File: config.mk
export PLATFORM = sky130hd
export DESIGN_NAME = udma_ethernet
export DESIGN_NICKNAME = d
export VERILOG_FILES = /design/src/hw/eth_pkg.sv /design/src/hw/eth_reg_if.sv /design/src/hw/eth_rx_packer.sv /design/src/hw/eth_tx_serializer.sv /design/src/hw/udma_ethernet.sv
export VERILOG_INCLUDE_DIRS = /design/src /design/src/include
export SDC_FILE = /design/constraint.sdc
export NUM_CORES = 1
export LEC_CHECK = 0
export ABC_CLOCK_PERIOD_IN_PS = 4900
export BUFFER_PORTS_ARGS = -buffer_cell sky130_fd_sc_hd__buf_2
export CAP_MARGIN = 5
export CORE_MARGIN = 3
export CORE_UTILIZATION = 60
export DETAILED_ROUTE_END_ITERATION = 7
export PLACE_DENSITY = 0.95
export SETUP_SLACK_MARGIN = 0.5
export SLEW_MARGIN = 0
export SYNTH_ARGS = -nofsm -noshare
export SYNTH_HDL_FRONTEND = slang
export SYNTH_SLANG_ARGS = --single-unit
File: constraint.sdc
create_clock -name sys_clk_i -period 4.9 [get_ports sys_clk_i]
set_input_delay 0.98 -clock sys_clk_i [delete_from_list [all_inputs] [get_ports sys_clk_i]]
set_output_delay 0.98 -clock sys_clk_i [all_outputs]
set_load 0.1 [all_outputs]
File: src/include/eth_reg_map.svh
// cfg bus register map, word offsets on cfg_addr_i
// included inside eth_pkg, so it only holds localparams
// offsets not listed here read as zero and ignore writes
`ifndef ETH_REG_MAP_SVH
`define ETH_REG_MAP_SVH

// word offsets
localparam int unsigned REG_CTRL   = 0;  // read/write
localparam int unsigned REG_TX_LEN = 1;  // read/write, low 16 bits
localparam int unsigned REG_STATUS = 2;  // read only
localparam int unsigned REG_RX_LEN = 3;  // read only, last frame length

// REG_CTRL bit positions
localparam int unsigned CTRL_EN_TX     = 0;
localparam int unsigned CTRL_EN_RX     = 1;
localparam int unsigned CTRL_RX_IRQ_EN = 2;

// REG_STATUS, frame count sits in the low bits
localparam int unsigned STAT_TX_BUSY = 8;

`endif

File: src/hw/eth_pkg.sv
// shared widths, types and register map of the uDMA ethernet adapter
// uDMA transfers are always full 32-bit words, streams are byte wide
// needs include/ on the include path for the register map
package eth_pkg;

    localparam int WORD_W         = 32;
    localparam int BYTE_W         = 8;
    localparam int BYTES_PER_WORD = 4;   // must stay a power of two
    localparam int CFG_ADDR_W     = 5;
    localparam int FRAME_LEN_W    = 16;
    localparam int FRAME_CNT_W    = 8;

    typedef logic [WORD_W-1:0]      word_t;
    typedef logic [BYTE_W-1:0]      eth_byte_t;
    typedef logic [FRAME_LEN_W-1:0] frame_len_t;
    typedef logic [CFG_ADDR_W-1:0]  cfg_addr_t;

    // control fields, fanned out to both channels
    typedef struct packed {
        logic       en_tx;
        logic       en_rx;
        logic       rx_irq_en;
        frame_len_t tx_len;
    } eth_ctrl_t;

    // rx status, frame_len qualified by frame_done
    typedef struct packed {
        logic       frame_done;
        frame_len_t frame_len;
    } rx_stat_t;

    typedef enum logic {IDLE, SEND} tx_state_e;

    typedef enum logic {COLLECT, HOLD} rx_state_e;

    `include "eth_reg_map.svh"

endpackage

File: src/hw/eth_reg_if.sv
// cfg bus register file
// cfg_ready_o is tied high, reads return one cycle after the request
// and cfg_data_o keeps the last read value until the next read
// rx length and frame count are only updated on the rx frame_done pulse
module eth_reg_if (
    input  logic               sys_clk_i,
    input  logic               rst_i,
    input  eth_pkg::cfg_addr_t cfg_addr_i,
    input  eth_pkg::word_t     cfg_data_i,
    input  logic               cfg_valid_i,
    input  logic               cfg_rwn_i,
    output logic               cfg_ready_o,
    output eth_pkg::word_t     cfg_data_o,
    input  logic               tx_busy_i,
    input  eth_pkg::rx_stat_t  rx_stat_i,
    output eth_pkg::eth_ctrl_t ctrl_o
);
    import eth_pkg::*;

    eth_ctrl_t               ctrl_q;
    frame_len_t              rx_len_q;
    logic [FRAME_CNT_W-1:0]  frame_cnt_q;
    word_t                   rd_data;
    logic                    cfg_wr;
    logic                    cfg_rd;

    assign cfg_ready_o = 1'b1;  // never stalls
    assign cfg_wr      = cfg_valid_i && !cfg_rwn_i;
    assign cfg_rd      = cfg_valid_i && cfg_rwn_i;
    assign ctrl_o      = ctrl_q;

    ////////////////////////////////////////////////////////////////////////////
    // writes
    ////////////////////////////////////////////////////////////////////////////
    always_ff @(posedge sys_clk_i) begin
        if (rst_i) begin
            ctrl_q <= '0;
        end else if (cfg_wr) begin
            case (cfg_addr_i)
                REG_CTRL: begin
                    ctrl_q.en_tx     <= cfg_data_i[CTRL_EN_TX];
                    ctrl_q.en_rx     <= cfg_data_i[CTRL_EN_RX];
                    ctrl_q.rx_irq_en <= cfg_data_i[CTRL_RX_IRQ_EN];
                end
                REG_TX_LEN: ctrl_q.tx_len <= cfg_data_i[FRAME_LEN_W-1:0];
                default: ;  // read only or unmapped
            endcase
        end
    end

    // rx bookkeeping
    always_ff @(posedge sys_clk_i) begin
        if (rst_i) begin
            rx_len_q    <= '0;
            frame_cnt_q <= '0;
        end else if (rx_stat_i.frame_done) begin
            rx_len_q    <= rx_stat_i.frame_len;
            frame_cnt_q <= frame_cnt_q + 1'b1;  // wraps at 256
        end
    end

    ////////////////////////////////////////////////////////////////////////////
    // reads
    ////////////////////////////////////////////////////////////////////////////
    always_comb begin
        rd_data = '0;
        case (cfg_addr_i)
            REG_CTRL: begin
                rd_data[CTRL_EN_TX]     = ctrl_q.en_tx;
                rd_data[CTRL_EN_RX]     = ctrl_q.en_rx;
                rd_data[CTRL_RX_IRQ_EN] = ctrl_q.rx_irq_en;
            end
            REG_TX_LEN: rd_data[FRAME_LEN_W-1:0] = ctrl_q.tx_len;
            REG_STATUS: begin
                rd_data[FRAME_CNT_W-1:0] = frame_cnt_q;
                rd_data[STAT_TX_BUSY]    = tx_busy_i;
            end
            REG_RX_LEN: rd_data[FRAME_LEN_W-1:0] = rx_len_q;
            default: rd_data = '0;
        endcase
    end

    always_ff @(posedge sys_clk_i) begin
        if (rst_i) begin
            cfg_data_o <= '0;
        end else if (cfg_rd) begin
            cfg_data_o <= rd_data;
        end
    end

    // read data only moves right after a read request
    a_rdata_hold: assert property (@(posedge sys_clk_i) disable iff (rst_i)
        !$past(cfg_rd) |-> $stable(cfg_data_o));

endmodule

File: src/hw/eth_rx_packer.sv
// byte stream to uDMA rx words, first byte lands in bits 7:0
// a last byte closes the word early, unused upper bytes read as zero
// frame_done and the rx event follow the transfer of the frame's final word
// no bytes are taken while en_rx is clear
module eth_rx_packer (
    input  logic               sys_clk_i,
    input  logic               rst_i,
    input  eth_pkg::eth_ctrl_t ctrl_i,
    input  eth_pkg::eth_byte_t eth_rx_data_i,
    input  logic               eth_rx_valid_i,
    input  logic               eth_rx_last_i,
    output logic               eth_rx_ready_o,
    output eth_pkg::word_t     data_rx_o,
    output logic               data_rx_valid_o,
    input  logic               data_rx_ready_i,
    output eth_pkg::rx_stat_t  rx_stat_o,
    output logic               eth_rx_event_o
);
    import eth_pkg::*;

    rx_state_e                          state_q;
    word_t                              word_q;
    logic [$clog2(BYTES_PER_WORD)-1:0]  byte_idx_q;
    frame_len_t                         len_cnt_q;    // running byte count
    frame_len_t                         frame_len_q;  // reported with frame_done
    logic                               last_word_q;  // held word ends the frame
    logic                               done_q;
    logic                               event_q;
    logic                               byte_acc;
    logic                               word_acc;

    assign eth_rx_ready_o  = (state_q == COLLECT) && ctrl_i.en_rx;
    assign data_rx_valid_o = (state_q == HOLD);
    assign data_rx_o       = word_q;
    assign byte_acc        = eth_rx_valid_i && eth_rx_ready_o;
    assign word_acc        = data_rx_valid_o && data_rx_ready_i;

    assign rx_stat_o      = '{frame_done: done_q, frame_len: frame_len_q};
    assign eth_rx_event_o = event_q;

    ////////////////////////////////////////////////////////////////////////////
    // FSM and counters
    ////////////////////////////////////////////////////////////////////////////
    always_ff @(posedge sys_clk_i) begin
        if (rst_i) begin
            state_q     <= COLLECT;
            byte_idx_q  <= '0;
            len_cnt_q   <= '0;
            frame_len_q <= '0;
            last_word_q <= 1'b0;
            done_q      <= 1'b0;
            event_q     <= 1'b0;
        end else begin
            done_q  <= 1'b0;    // single cycle pulses
            event_q <= 1'b0;
            case (state_q)
                COLLECT: begin
                    if (byte_acc) begin
                        len_cnt_q <= len_cnt_q + 1'b1;
                        if (eth_rx_last_i || (&byte_idx_q)) begin
                            state_q     <= HOLD;
                            byte_idx_q  <= '0;
                            last_word_q <= eth_rx_last_i;
                        end else begin
                            byte_idx_q <= byte_idx_q + 1'b1;
                        end
                    end
                end
                HOLD: begin
                    if (word_acc) begin
                        state_q <= COLLECT;
                        if (last_word_q) begin
                            done_q      <= 1'b1;
                            event_q     <= ctrl_i.rx_irq_en;
                            frame_len_q <= len_cnt_q;
                            len_cnt_q   <= '0;
                        end
                    end
                end
                default: state_q <= COLLECT;
            endcase
        end
    end

    // first byte of a word also clears the bytes above it
    always_ff @(posedge sys_clk_i) begin
        if (byte_acc) begin
            if (byte_idx_q == '0) begin
                word_q <= word_t'(eth_rx_data_i);
            end else begin
                word_q[byte_idx_q*BYTE_W +: BYTE_W] <= eth_rx_data_i;
            end
        end
    end

    a_rx_word_hold: assert property (@(posedge sys_clk_i) disable iff (rst_i)
        data_rx_valid_o && !data_rx_ready_i |=> data_rx_valid_o && $stable(data_rx_o));

    a_rx_event_pulse: assert property (@(posedge sys_clk_i) disable iff (rst_i)
        eth_rx_event_o |=> !eth_rx_event_o);

endmodule

File: src/hw/eth_tx_serializer.sv
// uDMA tx words to byte stream, byte 0 of each word goes out first
// frame length is latched from ctrl when the first word of a frame is taken,
// so tx_len and en_tx changes only apply to the next frame
// bytes of the final word past tx_len are dropped
module eth_tx_serializer (
    input  logic               sys_clk_i,
    input  logic               rst_i,
    input  eth_pkg::eth_ctrl_t ctrl_i,
    input  eth_pkg::word_t     data_tx_i,
    input  logic               data_tx_valid_i,
    output logic               data_tx_ready_o,
    output eth_pkg::eth_byte_t eth_tx_data_o,
    output logic               eth_tx_valid_o,
    output logic               eth_tx_last_o,
    input  logic               eth_tx_ready_i,
    output logic               tx_busy_o
);
    import eth_pkg::*;

    tx_state_e                          state_q;
    word_t                              word_q;
    logic [$clog2(BYTES_PER_WORD)-1:0]  byte_idx_q;
    frame_len_t                         len_q;
    frame_len_t                         byte_cnt_q;  // bytes sent in this frame
    logic                               busy_q;      // also marks "inside a frame"
    logic                               word_acc;
    logic                               byte_acc;
    logic                               frame_end;

    // inside a frame keep pulling words, otherwise wait for a valid setup
    assign data_tx_ready_o = (state_q == IDLE) &&
                             (busy_q || (ctrl_i.en_tx && ctrl_i.tx_len != '0));
    assign word_acc  = data_tx_valid_i && data_tx_ready_o;
    assign byte_acc  = eth_tx_valid_o && eth_tx_ready_i;
    assign frame_end = (byte_cnt_q == len_q - 1'b1);

    assign eth_tx_valid_o = (state_q == SEND);
    assign eth_tx_data_o  = word_q[byte_idx_q*BYTE_W +: BYTE_W];
    assign eth_tx_last_o  = eth_tx_valid_o && frame_end;
    assign tx_busy_o      = busy_q;

    ////////////////////////////////////////////////////////////////////////////
    // FSM
    ////////////////////////////////////////////////////////////////////////////
    always_ff @(posedge sys_clk_i) begin
        if (rst_i) begin
            state_q    <= IDLE;
            busy_q     <= 1'b0;
            byte_idx_q <= '0;
            byte_cnt_q <= '0;
        end else begin
            case (state_q)
                IDLE: begin
                    if (word_acc) begin
                        state_q    <= SEND;
                        busy_q     <= 1'b1;
                        byte_idx_q <= '0;
                        if (!busy_q) byte_cnt_q <= '0;  // new frame
                    end
                end
                SEND: begin
                    if (byte_acc) begin
                        byte_idx_q <= byte_idx_q + 1'b1;
                        byte_cnt_q <= byte_cnt_q + 1'b1;
                        if (frame_end) begin
                            state_q <= IDLE;
                            busy_q  <= 1'b0;
                        end else if (&byte_idx_q) begin
                            state_q <= IDLE;   // word used up, fetch next
                        end
                    end
                end
                default: state_q <= IDLE;
            endcase
        end
    end

    always_ff @(posedge sys_clk_i) begin
        if (word_acc) word_q <= data_tx_i;
        if (word_acc && !busy_q) len_q <= ctrl_i.tx_len;
    end

    a_tx_hold: assert property (@(posedge sys_clk_i) disable iff (rst_i)
        eth_tx_valid_o && !eth_tx_ready_i |=>
        eth_tx_valid_o && $stable(eth_tx_data_o) && $stable(eth_tx_last_o));

    a_tx_exclusive: assert property (@(posedge sys_clk_i) disable iff (rst_i)
        !(data_tx_ready_o && eth_tx_valid_o));

endmodule

File: src/hw/udma_ethernet.sv
// uDMA ethernet frame adapter, single clock, synchronous active high reset
// byte streams replace the PHY side, no MAC or FCS handling here
// uDMA channel setup (addresses, sizes) is left to the uDMA core
module udma_ethernet (
    input  logic               sys_clk_i,
    input  logic               rst_i,

    // cfg bus
    input  eth_pkg::word_t     cfg_data_i,
    input  eth_pkg::cfg_addr_t cfg_addr_i,
    input  logic               cfg_valid_i,
    input  logic               cfg_rwn_i,
    output logic               cfg_ready_o,
    output eth_pkg::word_t     cfg_data_o,

    // uDMA channels
    input  eth_pkg::word_t     data_tx_i,
    input  logic               data_tx_valid_i,
    output logic               data_tx_ready_o,
    output eth_pkg::word_t     data_rx_o,
    output logic               data_rx_valid_o,
    input  logic               data_rx_ready_i,

    // byte streams
    output eth_pkg::eth_byte_t eth_tx_data_o,
    output logic               eth_tx_valid_o,
    output logic               eth_tx_last_o,
    input  logic               eth_tx_ready_i,
    input  eth_pkg::eth_byte_t eth_rx_data_i,
    input  logic               eth_rx_valid_i,
    input  logic               eth_rx_last_i,
    output logic               eth_rx_ready_o,

    output logic               eth_rx_event_o
);
    import eth_pkg::*;

    eth_ctrl_t ctrl;
    rx_stat_t  rx_stat;
    logic      tx_busy;

    eth_reg_if u_reg_if (
        .sys_clk_i   ( sys_clk_i   ),
        .rst_i       ( rst_i       ),
        .cfg_addr_i  ( cfg_addr_i  ),
        .cfg_data_i  ( cfg_data_i  ),
        .cfg_valid_i ( cfg_valid_i ),
        .cfg_rwn_i   ( cfg_rwn_i   ),
        .cfg_ready_o ( cfg_ready_o ),
        .cfg_data_o  ( cfg_data_o  ),
        .tx_busy_i   ( tx_busy     ),
        .rx_stat_i   ( rx_stat     ),
        .ctrl_o      ( ctrl        )
    );

    ////////////////////////////////////////////////////////////////////////////
    // tx side
    ////////////////////////////////////////////////////////////////////////////
    eth_tx_serializer u_tx_ser (
        .sys_clk_i       ( sys_clk_i       ),
        .rst_i           ( rst_i           ),
        .ctrl_i          ( ctrl            ),
        .data_tx_i       ( data_tx_i       ),
        .data_tx_valid_i ( data_tx_valid_i ),
        .data_tx_ready_o ( data_tx_ready_o ),
        .eth_tx_data_o   ( eth_tx_data_o   ),
        .eth_tx_valid_o  ( eth_tx_valid_o  ),
        .eth_tx_last_o   ( eth_tx_last_o   ),
        .eth_tx_ready_i  ( eth_tx_ready_i  ),
        .tx_busy_o       ( tx_busy         )
    );

    ////////////////////////////////////////////////////////////////////////////
    // rx side
    ////////////////////////////////////////////////////////////////////////////
    eth_rx_packer u_rx_pack (
        .sys_clk_i       ( sys_clk_i       ),
        .rst_i           ( rst_i           ),
        .ctrl_i          ( ctrl            ),
        .eth_rx_data_i   ( eth_rx_data_i   ),
        .eth_rx_valid_i  ( eth_rx_valid_i  ),
        .eth_rx_last_i   ( eth_rx_last_i   ),
        .eth_rx_ready_o  ( eth_rx_ready_o  ),
        .data_rx_o       ( data_rx_o       ),
        .data_rx_valid_o ( data_rx_valid_o ),
        .data_rx_ready_i ( data_rx_ready_i ),
        .rx_stat_o       ( rx_stat         ),
        .eth_rx_event_o  ( eth_rx_event_o  )
    );

endmodule

==> metrics, run 1 <==
status=complete, no violations; fmax=0.241 GHz; Mean Syn Cell Area=10.9 um^2; Post-DP Area=9350 um^2; Synth top area share=0.277; switching pwr=0.730 mW; number of port buffers=131; setup TNS=0 ns; gr ovfl total=0; maxcap violations=0; Wirelength per Cell=17.3 um; Post-CTS Setup Repair Bufs=0; initial drt markers=554; warning count from the yosys run=0; endpoints failing setup=0; CTS H-Tree Depth=4; Multi-input gate area=3650 um^2; Die Width=126 um; RSZ-0062 raised after global routing=no; Starting Density=0.619; Worst slew margin=0.192; Clock power frac=0.418; Routed Antenna Nets=0; I/O pin total=165; routed vias/inst=5.90; Slew Viols, Final=0; Worst EP required=3.92 ns; Sw Ratio=0.227; most common cell in the netlist=dfxtp_1; Post-synth EDFFs=80; Final Cell Area=9930 um^2; FILL cells=987; ys flop type=dfxtp_1; CTS buffer count=17; flops & latches, synth=197; Pre-antenna DRT Iters=5; CP arrival=3.17 ns; post-layout min period=4.15 ns; worst-path cell chain=inv_1, ha_1, nand2b_1, or3_1, a2111oi_2, nand4_1, nor2_1, o2111a_1, buf_2; Flop pwr share=0.530; final worst slack=0.745 ns; Layout Skew=0.00770 ns; register area share after synthesis=0.548; Die H=126 um; slowest stage cell, crit path=a2111oi_2; post-cts resize count=0; crit-path max FO=5; Distinct cells, synth=59; layout cells sized above 1=0.216; Nets=1006; WS Path Type=reg -> out; core area=14000 um^2; # DRC=0; WL final=19100 um; dpl hpwl=13300 um; CP max stage delay=0.51 ns; CTS Hold Bufs=0; Syn Std Cell Area=8660 um^2; Crit. End Element=output port; Cells after Synth=795; number of global-route vias before repair=6236; Total Power=3.22 mW; Hold Path Class=reg -> reg; CTS sink count=197; clock buffer depth=2; DR vias=6509; Reg clk slew, reported paths=0.07 ns; Power Internal=2.49 mW; VDD IR max=0.254 mV; largest net degree at the start of global routing=71; area grow syn2layout=14.7%; period utilization=0.848; Root Buffer=clkbuf_16; Area contributors post-synth=edfxtp_1 (28%), dfxtp_1 (27%), nor2_1 (4.6%), mux2i_1 (4.4%), mux4_2 (2.9%); Final Hold Vio Count=0; Lkg Pwr=3.85 nW; Die Area=15900 um^2; most frequent cells after synthesis=dfxtp_1 (117), nor2_1 (107), edfxtp_1 (80), a21oi_1 (42), mux2i_1 (38); initial antenna violation count=1; gr usage total=0.240; CTS tree=built; worst slew pin tran=1.21 ns; post-place setup slack=1.23 ns; register area=4740 um^2; power per cell area=324 nW/um^2; Rows=43; routability cong.=0.885; Comb pwr share=0.052; later-pin clock latency in the skew report=0.43 ns; first-pass GRT wire length=30700 um; type of origin of the critical path=register; Synth async-reset ratio=0; largest area contributor in the netlist=edfxtp_1
==> area by class of cell <==
class | count | area share
Timing Repair Buffer | 136 | 0.0698
Clock inverter | 10 | 0.00831
Antenna cell | 1 | 0.000252
Tap cell | 180 | 0.0227
Clock buffer | 22 | 0.0500
Multi-Input combinational cell | 547 | 0.368
Sequential cell | 197 | 0.478
Inverter | 10 | 0.00378
==> through the flow <==
step	cells	hold WS [ns]	utilization
5_1_grt	1103	0.493	0.710
3_3_place_gp	1070	0.463	0.669
4_1_cts	1102	0.484	0.710
3_5_place_dp	1070	0.464	0.669
2_1_floorplan	810	0.446	-
6_report	1103	0.485	0.710
==> cells by family after synthesis <==
| kind of cell | after synthesis | share of synthesized area |
|---|---|---|
| AOI/OAI and AO/OA | 115 | 0.0923 |
| xor gates and xnor gates | 47 | 0.0475 |
| adders and majority gates | 11 | 0.0159 |
| buffers and inverters | 66 | 0.0374 |
| DFF | 197 | 0.548 |
| muxes | 56 | 0.0816 |
| other | 2 | 0.000867 |
| and+or+nand+nor | 301 | 0.176 |
==> metal layers <==
| layer | up-vias | GRT usage | wire (um) |
|---|---|---|---|
| li1 | 3074 | - | - |
| met3 | 52 | 0.0479 | 1070 |
| met1 | 3136 | 0.304 | 7780 |
| met4 | 0 | 0.112 | 594 |
| met5 | - | 0 | 0 |
| met2 | 247 | 0.400 | 9620 |
==> critical path: cells and delay by family, from the launching register on <==
family	cells	cell delay, ns
fa+ha+maj	1	0.24
buf+inv	2	0.53
flops	1	0.47
compound gates	2	0.73
simple gates	4	0.79
==> cells in the final DEF (no fill, tap or decap), types with 5 or more instances in the layout <==
cell,n
mux2i_1,38
nand4_1,19
clkbuf_16,19
inv_1,10
nor4_1,6
or3_1,12
edfxtp_1,80
nand3_1,32
xor2_1,27
o21ai_0,12
a221oi_1,8
nor2b_1,5
and3_1,8
nand2b_1,29
conb_1,17
buf_2,131
nor2_1,107
buf_4,5
a21oi_1,42
ha_1,11
nor3_1,17
dfxtp_1,117
xnor2_1,20
mux4_2,11
nand2_1,30
mux2_2,7
and2_1,16
a22o_1,22
a22oi_1,10
==> power by group through the flow <==
| stage | logic (mW) | clock network [mW] | registers [mW] |
|---|---|---|---|
| floorplan | 0.103 | 0 | 1.77 |
| global placement | 0.163 | 0 | 1.74 |
| detailed placement | 0.165 | 0 | 1.74 |
| CTS | 0.166 | 1.36 | 1.70 |
| global route | 0.175 | 1.43 | 1.70 |
| finish | 0.167 | 1.35 | 1.70 |
==> state kept, by name (all words and copies together), names as in the netlist, 2 cells and up <==
signal,count
u_tx_ser.len_q,16
u_reg_if.frame_cnt_q,8
u_tx_ser.byte_idx_q,2
u_tx_ser.word_q,32
u_rx_pack.len_cnt_q,16
u_reg_if.cfg_data_o,16
u_reg_if.ctrl_o,19
u_tx_ser.byte_cnt_q,16
u_reg_if.rx_len_q,16
u_rx_pack.frame_len_q,16
u_rx_pack.byte_idx_q,2
u_rx_pack.data_rx_o,32
==> path summary, 6_finish.rpt <==
| path | start | end | slack, ns | cells after the start |
|---|---|---|---|---|
| worst min register to register | u_rx_pack.frame_len_q[1] | u_rx_pack.frame_len_q[1] | 0.48 | 1 |
| worst max-delay path | u_tx_ser.len_q[0] | eth_tx_last_o | 0.75 | 9 |
| worst max register to register | u_tx_ser.len_q[0] | u_tx_ser.tx_busy_o | 2.22 | 8 |
| worst min-delay path | u_rx_pack.frame_len_q[1] | u_rx_pack.frame_len_q[1] | 0.48 | 1 |
No activity file was read; power rests on OpenSTA's default activity.
==> run 2, diff against run 1 <==
- ABC_AREA: not set -> 1
- ABC_CLOCK_PERIOD_IN_PS: 4900 -> 3400
- CORE_UTILIZATION: 60 -> 50
- PLACE_DENSITY: 0.95 -> 0.86
- clock period: 4.9 -> 3.4 ns (I/O delays scaled with it)
==> run 2 against run 1 <==
- synthesized area rose by 4.4%
- setup slack worse by 0.41 ns
- total power grew 49%
- first-iteration DRC count grew 6.0%
- critical path type unchanged
- cell count rose by 31%
- critical endpoint unchanged
- utilization shrank 10 points
==> metrics, run 2 <==
status=complete, no violations; CTS buffer count=17; worst-path cell chain=inv_1, ha_2, nand2_4, nor2_4, nand2_1, nand3_1, inv_1, nor2_1, nand4_1, nor3_4, buf_12; Die H=140 um; later-pin clock latency in the skew report=0.43 ns; clock buffer depth=2; most common cell in the netlist=nand2_1; flops & latches, synth=197; Die Area=19700 um^2; setup TNS=0 ns; post-place setup slack=0.460 ns; RSZ-0062 raised after global routing=yes; routed vias/inst=5.36; CTS Hold Bufs=0; gr usage total=0.219; most frequent cells after synthesis=nand2_1 (172), inv_1 (134), dfxtp_1 (117), nor2_1 (113), o21ai_0 (106); maxcap violations=0; Reg clk slew, reported paths=0.08 ns; warning count from the yosys run=0; Layout Skew=0.0119 ns; gr ovfl total=0; Mean Syn Cell Area=8.36 um^2; routability cong.=0.932; power per cell area=451 nW/um^2; Slew Viols, Final=0; Pre-antenna DRT Iters=5; initial drt markers=587; fmax=0.326 GHz; CP arrival=2.39 ns; Crit. End Element=output port; CTS H-Tree Depth=4; I/O pin total=165; ys flop type=dfxtp_1; initial antenna violation count=1; Syn Std Cell Area=9040 um^2; final cell count without fillers=1447; Area contributors post-synth=edfxtp_1 (27%), dfxtp_1 (26%), nand2_1 (7.1%), o21ai_0 (5.9%), inv_1 (5.6%); number of port buffers=131; Worst slew margin=0.423; Nets=1305; Final Cell Area=10600 um^2; CP most frequent cell=inv_1; hold_ws=0.420 ns; type of origin of the critical path=register; dpl cells=1405; post-layout min period=3.07 ns; Synth top area share=0.266; WL final=21700 um; register area share after synthesis=0.525; dpl hpwl=15500 um; DR vias=7761; Rows=48; Cells after Synth=1082; FILL cells=1407; WS Path Type=reg -> out; layout cells sized above 1=0.180; Hold Path Class=in -> reg; Distinct cells, synth=43; final core occ=0.608; Root Buffer=clkbuf_16; commonest non-fill, non-tap cells in the layout=nand2_1 (169), inv_1 (134), buf_2 (130); CP max stage delay=0.39 ns; Die Width=140 um; Wirelength per Cell=15.0 um; VDD IR max=0.401 mV; crit-path max FO=5; Starting Density=0.517; CTS tree=built; Lkg Pwr=4.32 nW; Total Power=4.79 mW; Final Hold Vio Count=0; slowest stage cell, crit path=edfxtp_1; # DRC=0; final worst slack=0.330 ns; number of global-route vias before repair=7375; largest net degree at the start of global routing=54; Post-DP Area=9870 um^2; area grow syn2layout=17.5%; worst slew pin tran=0.865 ns; CTS sink count=197; core area=17500 um^2; period utilization=0.903; Routed Antenna Nets=0; leading cell type in the layout, fill and taps excluded=nand2_1; largest area contributor in the netlist=edfxtp_1; Post-synth EDFFs=80; endpoints failing setup=0; Synth async-reset ratio=0; first-pass GRT wire length=35400 um; Worst EP required=2.72 ns
==> run 2: changes by cell type in the layout (fill, tap and decap cells not counted), sizes merged, moves of 14 or more <==
cell / delta
o21ai: +96
nand2b: -29
inv: +129
nand2: +148
xnor2: -16
nand3: +44
mux2i: -38
a22o: -20
and2: -14
a21oi: +58
==> run 2: power breakdown <==
group | leakage (nW) | internal [mW] | switching, mW
clock network | 0.296 | 1.12 | 0.952
logic | 2.36 | 0.0527 | 0.210
registers | 1.66 | 2.45 | 0.00480
==> run 2: cell families (layout without fill, tap and decap cells) <==
logic type               after synthesis  in the layout  share of synthesized area
flip-flops                           197            197                      0.525
other                                  2             18                   0.000831
AND/OR/NAND/NOR                      413            413                      0.204
AO/OA/AOI/OAI                        244            244                      0.144
buffers and inverters                189            313                     0.0863
XOR/XNOR                              26             26                     0.0252
adder cells (fa/ha/maj)               11             11                     0.0152
==> run 2: worst max-delay path, delay by kind of cell (launching register included) <==
kind,cells,cell delay [ns]
fa+ha+maj,1,0.24
buf+inv,3,0.36
flops,1,0.39
simple gates,7,0.97
==> run 2: timing repair <==
item	in CTS	in global routing
setup endpoints to repair	1	1
pin swaps	4	5
setup buffers	8	1
gates resized for setup	14	8
==> run 2: final cells by class <==
type,instances,area (um^2),share of cell area
Inverter,135,507,0.0477
Sequential cell,197,4740,0.446
Clock inverter,15,183,0.0172
Antenna cell,1,2.50,0.000235
Multi-Input combinational cell,711,3700,0.348
Clock buffer,17,425,0.0400
Tap cell,225,282,0.0265
Timing Repair Buffer,146,787,0.0741
==> run 2: path summary, 6_finish.rpt <==
check / from / to / slack, ns / cells past startpoint
setup / recovery: u_tx_ser.len_q[0] / eth_tx_last_o / 0.33 / 11
hold / removal: data_tx_i[22] / u_tx_ser.word_q[22] / 0.42 / 1
setup reg to reg: u_tx_ser.eth_tx_valid_o / u_tx_ser.len_q[7] / 1.27 / 5
hold reg to reg: u_reg_if.ctrl_o[15] / u_tx_ser.len_q[15] / 0.43 / 0
==> run 2: routing by layer <==
metal | vias up | GRT usage | wire length [um]
met2 | 265 | 0.378 | 11200
li1 | 3834 | - | -
met4 | 0 | 0.0811 | 608
met3 | 49 | 0.0434 | 1240
met1 | 3613 | 0.271 | 8700
met5 | - | 0 | 0
==> run 3, diff against run 2 <==
- CAP_MARGIN: 5 -> not set
- SETUP_SLACK_MARGIN: 0.5 -> 0.2
==> run 3 against run 2 <==
- critical path depth did not move
- register-to-register slack barely moved
- largest power group unchanged
- critical endpoint unchanged
- sequential share of layout area rose by 0.70 points
==> metrics, run 3 (synthesis results as in run 2) <==
largest net degree at the start of global routing=54; Pre-antenna DRT Iters=5; gr ovfl total=0; cell family with most CP delay=simple AND/OR/NAND/NOR gates; area grow syn2layout=15.7%; crit path from=u_tx_ser.len_q[0]; setup TNS=0 ns; routability cong.=0.938; Critical R2R Launch=u_reg_if.ctrl_o[13]; Worst R2R End=u_tx_ser.len_q[9]; RSZ-0062 raised after global routing=no; DR vias=7700; Die Area=19700 um^2; initial drt markers=682; hold endpoint=u_tx_ser.word_q[30]; power per cell area=445 nW/um^2; worst-path cell chain=inv_1, ha_2, nand2_2, nor2_4, nand2_1, nand2_1, nand4_1, nor2_1, nand3_1, nor3_4, buf_12; final cell count without fillers=1441; post-place setup slack=0.442 ns; Layout Skew=0.0104 ns; Reg clk slew, reported paths=0.08 ns; hold_ws=0.411 ns; Worst slew margin=0.434; r2r setup slk=1.28 ns; crit-path max FO=5; CTS sink count=197; Crit. End Element=output port; leading cell type in the layout, fill and taps excluded=nand2_1; fmax=0.321 GHz; Nets=1300; Worst EP required=2.72 ns; CP max stage delay=0.41 ns; commonest non-fill, non-tap cells in the layout=nand2_1 (171), inv_1 (134), buf_2 (130); dpl hpwl=15700 um; worst slew pin tran=0.848 ns; Total Power=4.65 mW; WL final=21700 um; initial antenna violation count=0; slowest stage cell, crit path=edfxtp_1; CP most frequent cell=nand2_1; CTS tree=built; endpoints failing setup=0; layout cells sized above 1=0.167; final core occ=0.599; # DRC=0; CP arrival=2.43 ns; Final Hold Vio Count=0; maxcap violations=0; I/O pin total=165; later-pin clock latency in the skew report=0.44 ns; gr usage total=0.219; period utilization=0.916; core area=17500 um^2; final worst slack=0.287 ns; VDD IR max=0.400 mV; post-layout min period=3.11 ns; clock buffer depth=2; hold path depth=1; worst reg-to-reg path cell count=10; Root Buffer=clkbuf_16; Slew Viols, Final=0; number of port buffers=131; Wirelength per Cell=15.1 um; Crit path buffers/inverters=2; ANT cells=0; Lkg Pwr=4.24 nW; Final Cell Area=10500 um^2; Die H=140 um; Rows=48; Die Width=140 um; Hold Path Class=in -> reg; Starting Density=0.517; Routed Antenna Nets=0; first-pass GRT wire length=35100 um; CTS H-Tree Depth=4; routed vias/inst=5.34; dpl cells=1404; number of global-route vias before repair=7332; status=complete, no violations; CTS Hold Bufs=0; WS Path Type=reg -> out; CTS buffer count=17; hold_sp=data_tx_i[30]; Post-DP Area=9810 um^2; type of origin of the critical path=register
run 3: cell types whose count changed in the layout (fill, tap and decap cells not counted), moves of 2 or more:
| cell | change |
|---|---|
| o22ai_2 | -8 |
| nand2_1 | +2 |
| bufinv_16 | -2 |
| nor2_1 | +3 |
| nor2_4 | -2 |
| o22ai_1 | +8 |
| buf_4 | -4 |
run 3: area by class of cell:
class,count,area [um^2]
timing repair buffer,141,746
sequential,197,4740
tap,225,282
clock inverter,15,136
fill,1430,7020
inverter,135,507
multi-input combinational,711,3620
clock buffer,17,425
run 3: worst max-delay path by stage:
stage                     cells past startpoint                to
after detailed placement                     11     eth_tx_last_o
after global placement                       11     eth_tx_last_o
after CTS                                    10     eth_tx_last_o
final                                        11     eth_tx_last_o
after global routing                         11     eth_tx_last_o
after floorplan                               5  eth_tx_data_o[6]
run 3: repair_timing:
action,CTS,global route
pin swaps,0,4
setup endpoints to repair,1,1
endpoints found under the hold margin,0,0
gates resized for setup,6,8
buffers inserted,0,5
run 3: report_power, final:
| group | switching, mW | leakage [nW] | internal [mW] | total, mW |
|---|---|---|---|---|
| Sequential | 0.00501 | 1.66 | 2.45 | 2.46 |
| Clock | 0.956 | 0.278 | 0.973 | 1.93 |
| Combinational | 0.213 | 2.30 | 0.0519 | 0.265 |
run 3: metal layers:
| metal | vias up | track usage | wire, um |
|---|---|---|---|
| li1 | 3820 | - | - |
| met1 | 3579 | 0.265 | 8870 |
| met2 | 247 | 0.380 | 11100 |
| met3 | 54 | 0.0492 | 1180 |
| met4 | 0 | 0.0831 | 646 |
| met5 | - | 0 | 0 |
